==> src/irq_pkg.sv <==
// ------------------------------
// Shared constants, bus structs and state encodings for the interrupt unit
// Bus is AXI4-Lite with whole-word writes only, no write strobes
// Only lines 31..16, 11, 7 and 3 are implemented
// ------------------------------
package irq_pkg;

  // ------------------------------
  // Interrupt lines
  // ------------------------------
  localparam int NUM_IRQ  = 32;
  localparam int IRQ_ID_W = 5;

  // Implemented lines, everything else reads as zero
  localparam logic [NUM_IRQ-1:0] VALID_IRQ_MASK = 32'hffff_0888;

  // ------------------------------
  // Register map
  // ------------------------------
  localparam int ADDR_W = 4;
  localparam int DATA_W = 32;

  localparam logic [ADDR_W-1:0] ADDR_MSTATUS = 4'h0;
  localparam logic [ADDR_W-1:0] ADDR_MIE     = 4'h4;
  localparam logic [ADDR_W-1:0] ADDR_MIP     = 4'h8;
  localparam logic [ADDR_W-1:0] ADDR_MCAUSE  = 4'hc;

  // Global enable inside mstatus
  localparam int MSTATUS_MIE_BIT = 3;
  // Interrupt flag inside mcause
  localparam int MCAUSE_IRQ_BIT  = 31;

  // Cycles from a retired WFI to core sleep, pipeline idle
  localparam int WFI_TO_SLEEP_LATENCY = 2;

  // ------------------------------
  // Encodings
  // ------------------------------
  typedef enum logic [1:0] {
    RESP_OKAY   = 2'b00,
    RESP_SLVERR = 2'b10
  } axil_resp_e;

  typedef enum logic [1:0] {
    WFI_RUN,
    WFI_SETTLE,
    WFI_WAIT_IDLE,
    WFI_SLEEP
  } wfi_state_e;

  // ------------------------------
  // Bus and acknowledge structs
  // ------------------------------
  // Manager to slave
  typedef struct packed {
    logic [ADDR_W-1:0] aw_addr;
    logic              aw_valid;
    logic [DATA_W-1:0] w_data;
    logic              w_valid;
    logic              b_ready;
    logic [ADDR_W-1:0] ar_addr;
    logic              ar_valid;
    logic              r_ready;
  } axil_req_t;

  // Slave to manager
  typedef struct packed {
    logic              aw_ready;
    logic              w_ready;
    axil_resp_e        b_resp;
    logic              b_valid;
    logic              ar_ready;
    logic [DATA_W-1:0] r_data;
    axil_resp_e        r_resp;
    logic              r_valid;
  } axil_rsp_t;

  // Arbiter winner, valid for one cycle
  typedef struct packed {
    logic                valid;
    logic [IRQ_ID_W-1:0] id;
  } irq_ack_t;

endpackage
==> src/irq_unit_top.sv <==
// ------------------------------
// Machine-mode interrupt unit top level
// Bus access through AXI4-Lite, registers at byte addresses 0..12
// irq_id_o only valid while irq_ack_o is high
// ------------------------------
`timescale 1ns/1ns

module irq_unit_top (
  input  logic                         clk_i,
  input  logic                         rst_ni,
  input  logic [irq_pkg::NUM_IRQ-1:0]  irq_i,
  input  irq_pkg::axil_req_t           axil_req_i,
  output irq_pkg::axil_rsp_t           axil_rsp_o,
  output logic                         irq_ack_o,
  output logic [irq_pkg::IRQ_ID_W-1:0] irq_id_o,
  input  logic                         wfi_i,
  input  logic                         pipe_idle_i,
  output logic                         core_sleep_o
);
  import irq_pkg::*;

  // ------------------------------
  // Internal wiring
  // ------------------------------
  logic [NUM_IRQ-1:0] mie;
  logic               mstatus_mie;
  logic [NUM_IRQ-1:0] mip;
  irq_ack_t           ack;
  logic               wake;

  // Registers and bus slave
  irq_csr_axil u_csr (
    .clk_i         (clk_i),
    .rst_ni        (rst_ni),
    .axil_req_i    (axil_req_i),
    .axil_rsp_o    (axil_rsp_o),
    .mip_i         (mip),
    .ack_i         (ack),
    .mie_o         (mie),
    .mstatus_mie_o (mstatus_mie)
  );

  // Pending register and priority pick
  irq_arbiter u_arb (
    .clk_i         (clk_i),
    .rst_ni        (rst_ni),
    .irq_i         (irq_i),
    .mie_i         (mie),
    .mstatus_mie_i (mstatus_mie),
    .mip_o         (mip),
    .ack_o         (ack),
    .wake_o        (wake)
  );

  // WFI sleep
  irq_wfi_sleep u_wfi (
    .clk_i        (clk_i),
    .rst_ni       (rst_ni),
    .wfi_i        (wfi_i),
    .pipe_idle_i  (pipe_idle_i),
    .wake_i       (wake),
    .core_sleep_o (core_sleep_o)
  );

  assign irq_ack_o = ack.valid;
  assign irq_id_o  = ack.id;

endmodule

==> src/irq_wfi_sleep.sv <==
// ------------------------------
// WFI sleep controller driving core_sleep_o
// wfi_i is a one-cycle pulse when a WFI retires
// Any pending enabled line wakes the core, whatever mstatus.mie is
// ------------------------------
`timescale 1ns/1ns

module irq_wfi_sleep (
  input  logic clk_i,
  input  logic rst_ni,
  input  logic wfi_i,
  input  logic pipe_idle_i,
  input  logic wake_i,
  output logic core_sleep_o
);
  import irq_pkg::*;

  wfi_state_e state_q;
  wfi_state_e state_d;

  // ------------------------------
  // Next state
  // ------------------------------
  always_comb begin
    state_d = state_q;
    case (state_q)
      WFI_RUN: begin
        if (wfi_i) begin
          state_d = WFI_SETTLE;
        end
      end
      // First cycle after retire, sleep at once if the pipe is quiet
      WFI_SETTLE, WFI_WAIT_IDLE: begin
        if (wake_i) begin
          state_d = WFI_RUN;
        end else if (pipe_idle_i) begin
          state_d = WFI_SLEEP;
        end else begin
          state_d = WFI_WAIT_IDLE;
        end
      end
      WFI_SLEEP: begin
        if (wake_i) begin
          state_d = WFI_RUN;
        end
      end
      default: state_d = WFI_RUN;
    endcase
  end

  always_ff @(posedge clk_i or negedge rst_ni) begin
    if (!rst_ni) begin
      state_q <= WFI_RUN;
    end else begin
      state_q <= state_d;
    end
  end

  assign core_sleep_o = (state_q == WFI_SLEEP);

  // ------------------------------
  // Assertions
  // ------------------------------
  // No sleep outside a WFI, and never sooner than the latency after one
  a_no_early_sleep: assert property (@(posedge clk_i) disable iff (!rst_ni)
    state_q == WFI_RUN |-> !core_sleep_o [*WFI_TO_SLEEP_LATENCY])
    else $error("core_sleep_o high outside a WFI");

  // Pending enabled interrupt drops sleep on the next cycle
  a_wake_drops_sleep: assert property (@(posedge clk_i) disable iff (!rst_ni)
    core_sleep_o && wake_i |=> !core_sleep_o)
    else $error("core_sleep_o still high after wake");

endmodule

==> src/irq_arbiter.sv <==
// ------------------------------
// Samples irq_i into mip and picks one interrupt by fixed priority
// Order is 31 down to 16, then 11, 3, 7
// Acknowledge is registered, two clocks after irq_i is sampled
// ------------------------------
`timescale 1ns/1ns

module irq_arbiter (
  input  logic                        clk_i,
  input  logic                        rst_ni,
  input  logic [irq_pkg::NUM_IRQ-1:0] irq_i,
  input  logic [irq_pkg::NUM_IRQ-1:0] mie_i,
  input  logic                        mstatus_mie_i,
  output logic [irq_pkg::NUM_IRQ-1:0] mip_o,
  output irq_pkg::irq_ack_t           ack_o,
  output logic                        wake_o
);
  import irq_pkg::*;

  // ------------------------------
  // Declarations
  // ------------------------------
  logic [NUM_IRQ-1:0]  mip_q;
  logic [NUM_IRQ-1:0]  pend_en;
  logic [IRQ_ID_W-1:0] winner;
  logic                ack_valid_q;
  logic [IRQ_ID_W-1:0] ack_id_q;

  // Highest-priority pending line
  // Lower priorities go first so the later checks overwrite them
  function automatic logic [IRQ_ID_W-1:0] pick_winner(input logic [NUM_IRQ-1:0] pend);
    logic [IRQ_ID_W-1:0] id;
    id = '0;
    if (pend[7]) begin
      id = 5'd7;
    end
    if (pend[3]) begin
      id = 5'd3;
    end
    if (pend[11]) begin
      id = 5'd11;
    end
    // Upper lines, 31 ends up strongest
    for (int i = 16; i < NUM_IRQ; i++) begin
      if (pend[i]) begin
        id = i[IRQ_ID_W-1:0];
      end
    end
    return id;
  endfunction

  // ------------------------------
  // Pending register
  // ------------------------------
  always_ff @(posedge clk_i or negedge rst_ni) begin
    if (!rst_ni) begin
      mip_q <= '0;
    end else begin
      mip_q <= irq_i & VALID_IRQ_MASK;
    end
  end

  assign pend_en = mip_q & mie_i;
  assign winner  = pick_winner(pend_en);

  // Wake ignores the global enable
  assign wake_o = |pend_en;

  // ------------------------------
  // Acknowledge
  // ------------------------------
  // Blocked for one cycle after each ack so it stays a pulse
  always_ff @(posedge clk_i or negedge rst_ni) begin
    if (!rst_ni) begin
      ack_valid_q <= 1'b0;
    end else begin
      ack_valid_q <= (|pend_en) && mstatus_mie_i && !ack_valid_q;
    end
  end

  // Id only meaningful while ack is high
  always_ff @(posedge clk_i) begin
    if (|pend_en) begin
      ack_id_q <= winner;
    end
  end

  assign mip_o       = mip_q;
  assign ack_o.valid = ack_valid_q;
  assign ack_o.id    = ack_id_q;

  // ------------------------------
  // Assertions
  // ------------------------------
  a_ack_pulse: assert property (@(posedge clk_i) disable iff (!rst_ni)
    ack_o.valid |=> !ack_o.valid)
    else $error("irq ack high for more than one cycle");

  // Winner must be implemented and was enabled when it was chosen
  a_id_legal: assert property (@(posedge clk_i) disable iff (!rst_ni)
    ack_o.valid |-> VALID_IRQ_MASK[ack_o.id] &&
                    (($past(mie_i) & (32'd1 << ack_o.id)) != '0))
    else $error("irq id %0d is reserved or disabled", ack_o.id);

  // Global enable was set in the cycle that produced the ack
  a_ack_needs_mie: assert property (@(posedge clk_i) disable iff (!rst_ni)
    ack_o.valid |-> $past(mstatus_mie_i))
    else $error("irq ack %0d with mstatus.mie clear", ack_o.id);

endmodule

==> src/irq_csr_axil.sv <==
// ------------------------------
// AXI4-Lite slave for mstatus.mie, mie, mip and mcause
// One write and one read outstanding at a time
// Writes to mip and unknown addresses give SLVERR and change nothing
// No MPIE or mret, software sets mstatus.mie again itself
// ------------------------------
`timescale 1ns/1ns

module irq_csr_axil (
  input  logic                       clk_i,
  input  logic                       rst_ni,
  input  irq_pkg::axil_req_t         axil_req_i,
  output irq_pkg::axil_rsp_t         axil_rsp_o,
  input  logic [irq_pkg::NUM_IRQ-1:0] mip_i,
  input  irq_pkg::irq_ack_t          ack_i,
  output logic [irq_pkg::NUM_IRQ-1:0] mie_o,
  output logic                       mstatus_mie_o
);
  import irq_pkg::*;

  // ------------------------------
  // Declarations
  // ------------------------------
  // Handshake strobes
  logic wr_go;
  logic rd_go;
  logic wr_ok;
  logic rd_ok;

  logic [DATA_W-1:0] rd_data;
  logic [DATA_W-1:0] ack_cause;

  // Response channel state
  logic              b_valid_q;
  axil_resp_e        b_resp_q;
  logic              r_valid_q;
  axil_resp_e        r_resp_q;
  logic [DATA_W-1:0] r_data_q;

  // Architectural state
  logic [NUM_IRQ-1:0] mie_q;
  logic               mstatus_mie_q;
  logic [DATA_W-1:0]  mcause_q;

  // ------------------------------
  // Handshakes
  // ------------------------------
  // Write needs address and data together and a free response slot
  assign wr_go = axil_req_i.aw_valid && axil_req_i.w_valid && !b_valid_q;
  // Read needs a free read data slot
  assign rd_go = axil_req_i.ar_valid && !r_valid_q;

  // mip is read-only, so it is not a legal write target
  assign wr_ok = (axil_req_i.aw_addr == ADDR_MSTATUS) ||
                 (axil_req_i.aw_addr == ADDR_MIE)     ||
                 (axil_req_i.aw_addr == ADDR_MCAUSE);

  // Read decode, unknown addresses return zero
  always_comb begin
    rd_data = '0;
    rd_ok   = 1'b1;
    case (axil_req_i.ar_addr)
      ADDR_MSTATUS: rd_data[MSTATUS_MIE_BIT] = mstatus_mie_q;
      ADDR_MIE:     rd_data = mie_q;
      ADDR_MIP:     rd_data = mip_i;
      ADDR_MCAUSE:  rd_data = mcause_q;
      default:      rd_ok = 1'b0;
    endcase
  end

  // Cause word recorded on acknowledge
  always_comb begin
    ack_cause                 = '0;
    ack_cause[MCAUSE_IRQ_BIT] = 1'b1;
    ack_cause[IRQ_ID_W-1:0]   = ack_i.id;
  end

  // ------------------------------
  // Response channels
  // ------------------------------
  always_ff @(posedge clk_i or negedge rst_ni) begin
    if (!rst_ni) begin
      b_valid_q <= 1'b0;
      r_valid_q <= 1'b0;
    end else begin
      // b valid holds until the manager takes it
      if (wr_go) begin
        b_valid_q <= 1'b1;
      end else if (axil_req_i.b_ready) begin
        b_valid_q <= 1'b0;
      end
      if (rd_go) begin
        r_valid_q <= 1'b1;
      end else if (axil_req_i.r_ready) begin
        r_valid_q <= 1'b0;
      end
    end
  end

  // Response payload, only loaded on acceptance
  always_ff @(posedge clk_i) begin
    if (wr_go) begin
      b_resp_q <= wr_ok ? RESP_OKAY : RESP_SLVERR;
    end
    if (rd_go) begin
      r_data_q <= rd_data;
      r_resp_q <= rd_ok ? RESP_OKAY : RESP_SLVERR;
    end
  end

  // ------------------------------
  // Registers
  // ------------------------------
  always_ff @(posedge clk_i or negedge rst_ni) begin
    if (!rst_ni) begin
      mie_q         <= '0;
      mstatus_mie_q <= 1'b0;
      mcause_q      <= '0;
    end else begin
      if (wr_go && wr_ok) begin
        case (axil_req_i.aw_addr)
          ADDR_MSTATUS: mstatus_mie_q <= axil_req_i.w_data[MSTATUS_MIE_BIT];
          ADDR_MIE:     mie_q <= axil_req_i.w_data & VALID_IRQ_MASK;
          ADDR_MCAUSE:  mcause_q <= axil_req_i.w_data;
          default:      mcause_q <= mcause_q;
        endcase
      end
      // Trap entry overrides a bus write in the same cycle
      if (ack_i.valid) begin
        mstatus_mie_q <= 1'b0;
        mcause_q      <= ack_cause;
      end
    end
  end

  // ------------------------------
  // Outputs
  // ------------------------------
  assign axil_rsp_o.aw_ready = wr_go;
  assign axil_rsp_o.w_ready  = wr_go;
  assign axil_rsp_o.b_resp   = b_resp_q;
  assign axil_rsp_o.b_valid  = b_valid_q;
  assign axil_rsp_o.ar_ready = rd_go;
  assign axil_rsp_o.r_data   = r_data_q;
  assign axil_rsp_o.r_resp   = r_resp_q;
  assign axil_rsp_o.r_valid  = r_valid_q;

  assign mie_o         = mie_q;
  assign mstatus_mie_o = mstatus_mie_q;

  // ------------------------------
  // Assertions
  // ------------------------------
  // Write response is stable until the manager accepts it
  a_b_valid_hold: assert property (@(posedge clk_i) disable iff (!rst_ni)
    axil_rsp_o.b_valid && !axil_req_i.b_ready |=>
      axil_rsp_o.b_valid && $stable(axil_rsp_o.b_resp))
    else $error("b_valid dropped or changed before b_ready");

  // Reserved lines can never be enabled
  a_mie_clean: assert property (@(posedge clk_i) disable iff (!rst_ni)
    (mie_o & ~VALID_IRQ_MASK) == '0)
    else $error("mie holds reserved bits: 0x%08x", mie_o);

endmodule

==> config.mk <==
export PLATFORM = sky130hd
export DESIGN_NAME = irq_unit_top
export DESIGN_NICKNAME = d
export VERILOG_FILES = /design/src/irq_pkg.sv /design/src/irq_unit_top.sv /design/src/irq_wfi_sleep.sv /design/src/irq_arbiter.sv /design/src/irq_csr_axil.sv
export SDC_FILE = /design/constraint.sdc
export NUM_CORES = 1
export LEC_CHECK = 0
export BUFFER_PORTS_ARGS = -buffer_cell sky130_fd_sc_hd__buf_2
export CORE_ASPECT_RATIO = 0.5
export CORE_MARGIN = 5
export CORE_UTILIZATION = 45
export DETAILED_ROUTE_END_ITERATION = 10
export PLACE_DENSITY = 0.77
export SETUP_SLACK_MARGIN = 0.1
export SLEW_MARGIN = 40
export SYNTH_ARGS = -nofsm -noshare
export SYNTH_HDL_FRONTEND = slang
export SYNTH_SLANG_ARGS = --single-unit
export TNS_END_PERCENT = 30
==> constraint.sdc <==
create_clock -name clk_i -period 7.9 [get_ports clk_i]
set_input_delay 1.58 -clock clk_i [delete_from_list [all_inputs] [get_ports clk_i]]
set_output_delay 1.58 -clock clk_i [all_outputs]
set_load 0.05 [all_outputs]
==> impl_metrics.json <==
{
  "finalSetupViolations": 0,
  "cts_tree": "built",
  "start_util_pct": 45.7,
  "cts_setup_buffers": 0,
  "die_x_um": 159,
  "gp_congestion": 0.774,
  "syn_area_mm2": 0.00497,
  "ir_worst_vdd_mv": 0.133,
  "grt_pass1_wl_um": 19300,
  "num-fill-cells": 886,
  "synth-seq-cells": 115,
  "wl_per_cell_um": 17.7,
  "max_freq_mhz": 252,
  "ant_nets": 0,
  "grt_max_degree": 77,
  "yosys-top-cells-count": "dfrtp_1 (76), nand2_1 (73), edfxtp_1 (39), mux2_2 (34), a21oi_1 (28)",
  "cts_hold_buf": 0,
  "cp-startpoint": "axil_req_i[1]",
  "crit_arrival_ns": 2.38,
  "dp_hpwl_um": 7940,
  "tns_ns": 0,
  "skew_ns": 0.00891,
  "rrSetupSlack_ns": 6.00,
  "drt_wl_total_um": 12000,
  "drive_gt1_share_pct": 36.1,
  "path_max_fanout": 13,
  "rr_startpoint": "u_arb.mip_o[3]$_DFF_PN0_",
  "synth_edf_count": 39,
  "vias_per_cell": 5.27,
  "drv_cap": 0,
  "critPathCapture": "axil_rsp_o[35]",
  "syn_area_per_cell_um2": 12.1,
  "grt_pass1_vias": 3736,
  "utilization_pct": 58.2,
  "synth_top_area_share_pct": 38.3,
  "power_density_mw_per_mm2": 329,
  "cp-start-kind": "input port",
  "grt_overflow": 0,
  "numCtsBuffers": 17,
  "hold_violations": 0,
  "seq_area_frac_synth_pct": 61.9,
  "fp.coreArea_mm2": 0.0109,
  "required_ns": 6.32,
  "worstReg2RegEnd": "u_arb.ack_id_q[1]$_SDFFCE_PP1P_",
  "maxSlewHeadroom_pct": 52.7,
  "rr_worst_depth": 4,
  "area_growth_pct": 27.6,
  "critPathCaptureType": "primary output",
  "rsz0062_at_grt": "no",
  "clockBufferDepth": 2,
  "first_pass_iters": 5,
  "slew_violations": 0,
  "insertion_delay_ns": 0.41,
  "num_vias": 3584,
  "h-tree-depth": 4,
  "ios": 129,
  "final_nets": 605,
  "fin_total_pwr_mw": 2.08,
  "synthCells": 409,
  "seq_area_mm2": 0.00307,
  "cts.root.buffer_cell": "clkbuf_16",
  "rows": 27,
  "yosysMostFrequentCell": "dfrtp_1",
  "multi_input_area_mm2": 0.00173,
  "yosys_warnings": 0,
  "ctsResizeCount": 0,
  "synth_flop_cell": "dfrtp_1",
  "antenna_found_initial": 0,
  "power_leakage_nw": 2.85,
  "track_usage_pct": 18.5,
  "drt_iter0_markers": 251,
  "ys_async_sr_fraction_pct": 66.1,
  "worstMarginPinSlew_ns": 0.710,
  "place.port_buffers": 113,
  "cts.sinks": 115,
  "yosys.area.top_type": "dfrtp_1",
  "clkSlewWorstSetupHoldPaths_ns": 0.05,
  "worstHoldPathType": "reg -> reg",
  "die_area_mm2": 0.0134,
  "period_minus_slack_ns": 3.96,
  "worstSetupPathType": "in -> out",
  "drc": 0,
  "post-route-period-util_pct": 50.2,
  "synth_area_leaders": "dfrtp_1 (38%), edfxtp_1 (24%), mux2_2 (7.7%), nand2_1 (5.5%), a22oi_1 (3.9%)",
  "synth_cell_types": 48,
  "die_y_um": 84.3,
  "outcome": "completed"
}
-- kinds of logic (layout without fill, tap and decap cells) --
group                    count (synthesis)  count (layout)  share of synthesized area (%)
AND/OR/NAND/NOR                        130             130                           12.7
flip-flops                             115             115                           61.9
AO/OA/AOI/OAI                           83              83                           11.0
multiplexers                            44              44                           10.1
buffers and inverters                   33             157                           3.53
adder cells (fa/ha/maj)                  3               3                          0.756
other                                    1               3                         0.0755
-- layer usage --
metal | up-vias | GRT usage (%) | part of all wire (%)
met5 | - | 0 | 0
met4 | 0 | 5.50 | 1.1
met3 | 15 | 5.97 | 6.8
met2 | 118 | 31.0 | 50
met1 | 1765 | 23.1 | 42
li1 | 1686 | - | -
-- how the worst min path moves through the flow --
stage,start,to,cells after the start
final,u_csr.mcause_q[31]$_DFFE_PN0P_,u_csr.mcause_q[31]$_DFFE_PN0P_,2
after floorplan,u_csr.mcause_q[31]$_DFFE_PN0P_,u_csr.mcause_q[31]$_DFFE_PN0P_,2
after global placement,u_csr.mcause_q[31]$_DFFE_PN0P_,u_csr.mcause_q[31]$_DFFE_PN0P_,2
after CTS,u_csr.mcause_q[31]$_DFFE_PN0P_,u_csr.mcause_q[31]$_DFFE_PN0P_,2
after global routing,u_csr.mcause_q[31]$_DFFE_PN0P_,u_csr.mcause_q[31]$_DFFE_PN0P_,2
after detailed placement,u_csr.mcause_q[31]$_DFFE_PN0P_,u_csr.mcause_q[31]$_DFFE_PN0P_,2
-- placed cells by master, fill, tap and decap left out, types with 2 or more instances in the layout --
master	Yosys	routed
nand3_1	3	3
buf_4	10	4
mux2_1	3	3
ha_1	3	3
and2_1	14	14
nand3b_1	2	2
a22oi_1	26	26
a22o_1	3	3
clkbuf_1	10	3
nor2b_1	4	3
o21ai_0	9	9
mux2i_1	6	6
nand2_1	73	73
and4_1	2	2
clkbuf_8	0	3
conb_1	1	2
a221oi_1	2	2
bufinv_16	0	6
buf_8	0	2
buf_2	5	112
inv_1	5	5
a21oi_1	28	28
edfxtp_1	39	39
dfrtp_1	76	76
mux2_2	34	34
o21ai_1	4	4
a222oi_1	2	2
clkbuf_16	0	18
nor2_1	22	22
-- state kept, by name, indices dropped and copies added, names as in the netlist --
register,cells
u_arb.ack_id_q,5
u_arb.ack_valid_q,1
u_arb.mip_o,19
u_csr.b_resp_q,1
u_csr.b_valid_q,1
u_csr.mcause_q,32
u_csr.mie_o,19
u_csr.mstatus_mie_o,1
u_csr.r_data_q,32
u_csr.r_resp_q,1
u_csr.r_valid_q,1
u_wfi.state_q,2
-- critical path: stages --
cell	delay, ns
buf_2	0.09
nor2b_4	0.37
buf_2	0.34
-- report_power, final --
part | switching [mW] | internal (mW)
sequential | 0.0690 | 0.728
combinational | 0.249 | 0.143
clock | 0.260 | 0.636
total | 0.578 | 1.51
-- area by class of cell --
| class | count | share of cell area [%] |
|---|---|---|
| diodes | 1 | 0.0395 |
| well taps | 145 | 2.86 |
| clock inverters | 8 | 3.04 |
| clock buffers | 24 | 7.94 |
| repair buffers | 119 | 9.97 |
| multi-input cells | 262 | 27.3 |
| flip-flops and latches | 115 | 48.5 |
| inverters | 6 | 0.355 |
-- through the flow --
step	instances	setup WS (ns)	hold slack [ns]	cell area, um2
after floorplan	410	2.80	0.456	4970
after global placement	645	3.39	0.470	5600
after detailed placement	647	3.93	0.479	5640
after CTS	679	3.93	0.490	6330
after global routing	679	3.90	0.517	6330
final	680	3.94	0.491	6340
Note: power is estimated with default switching activity, not from simulation.
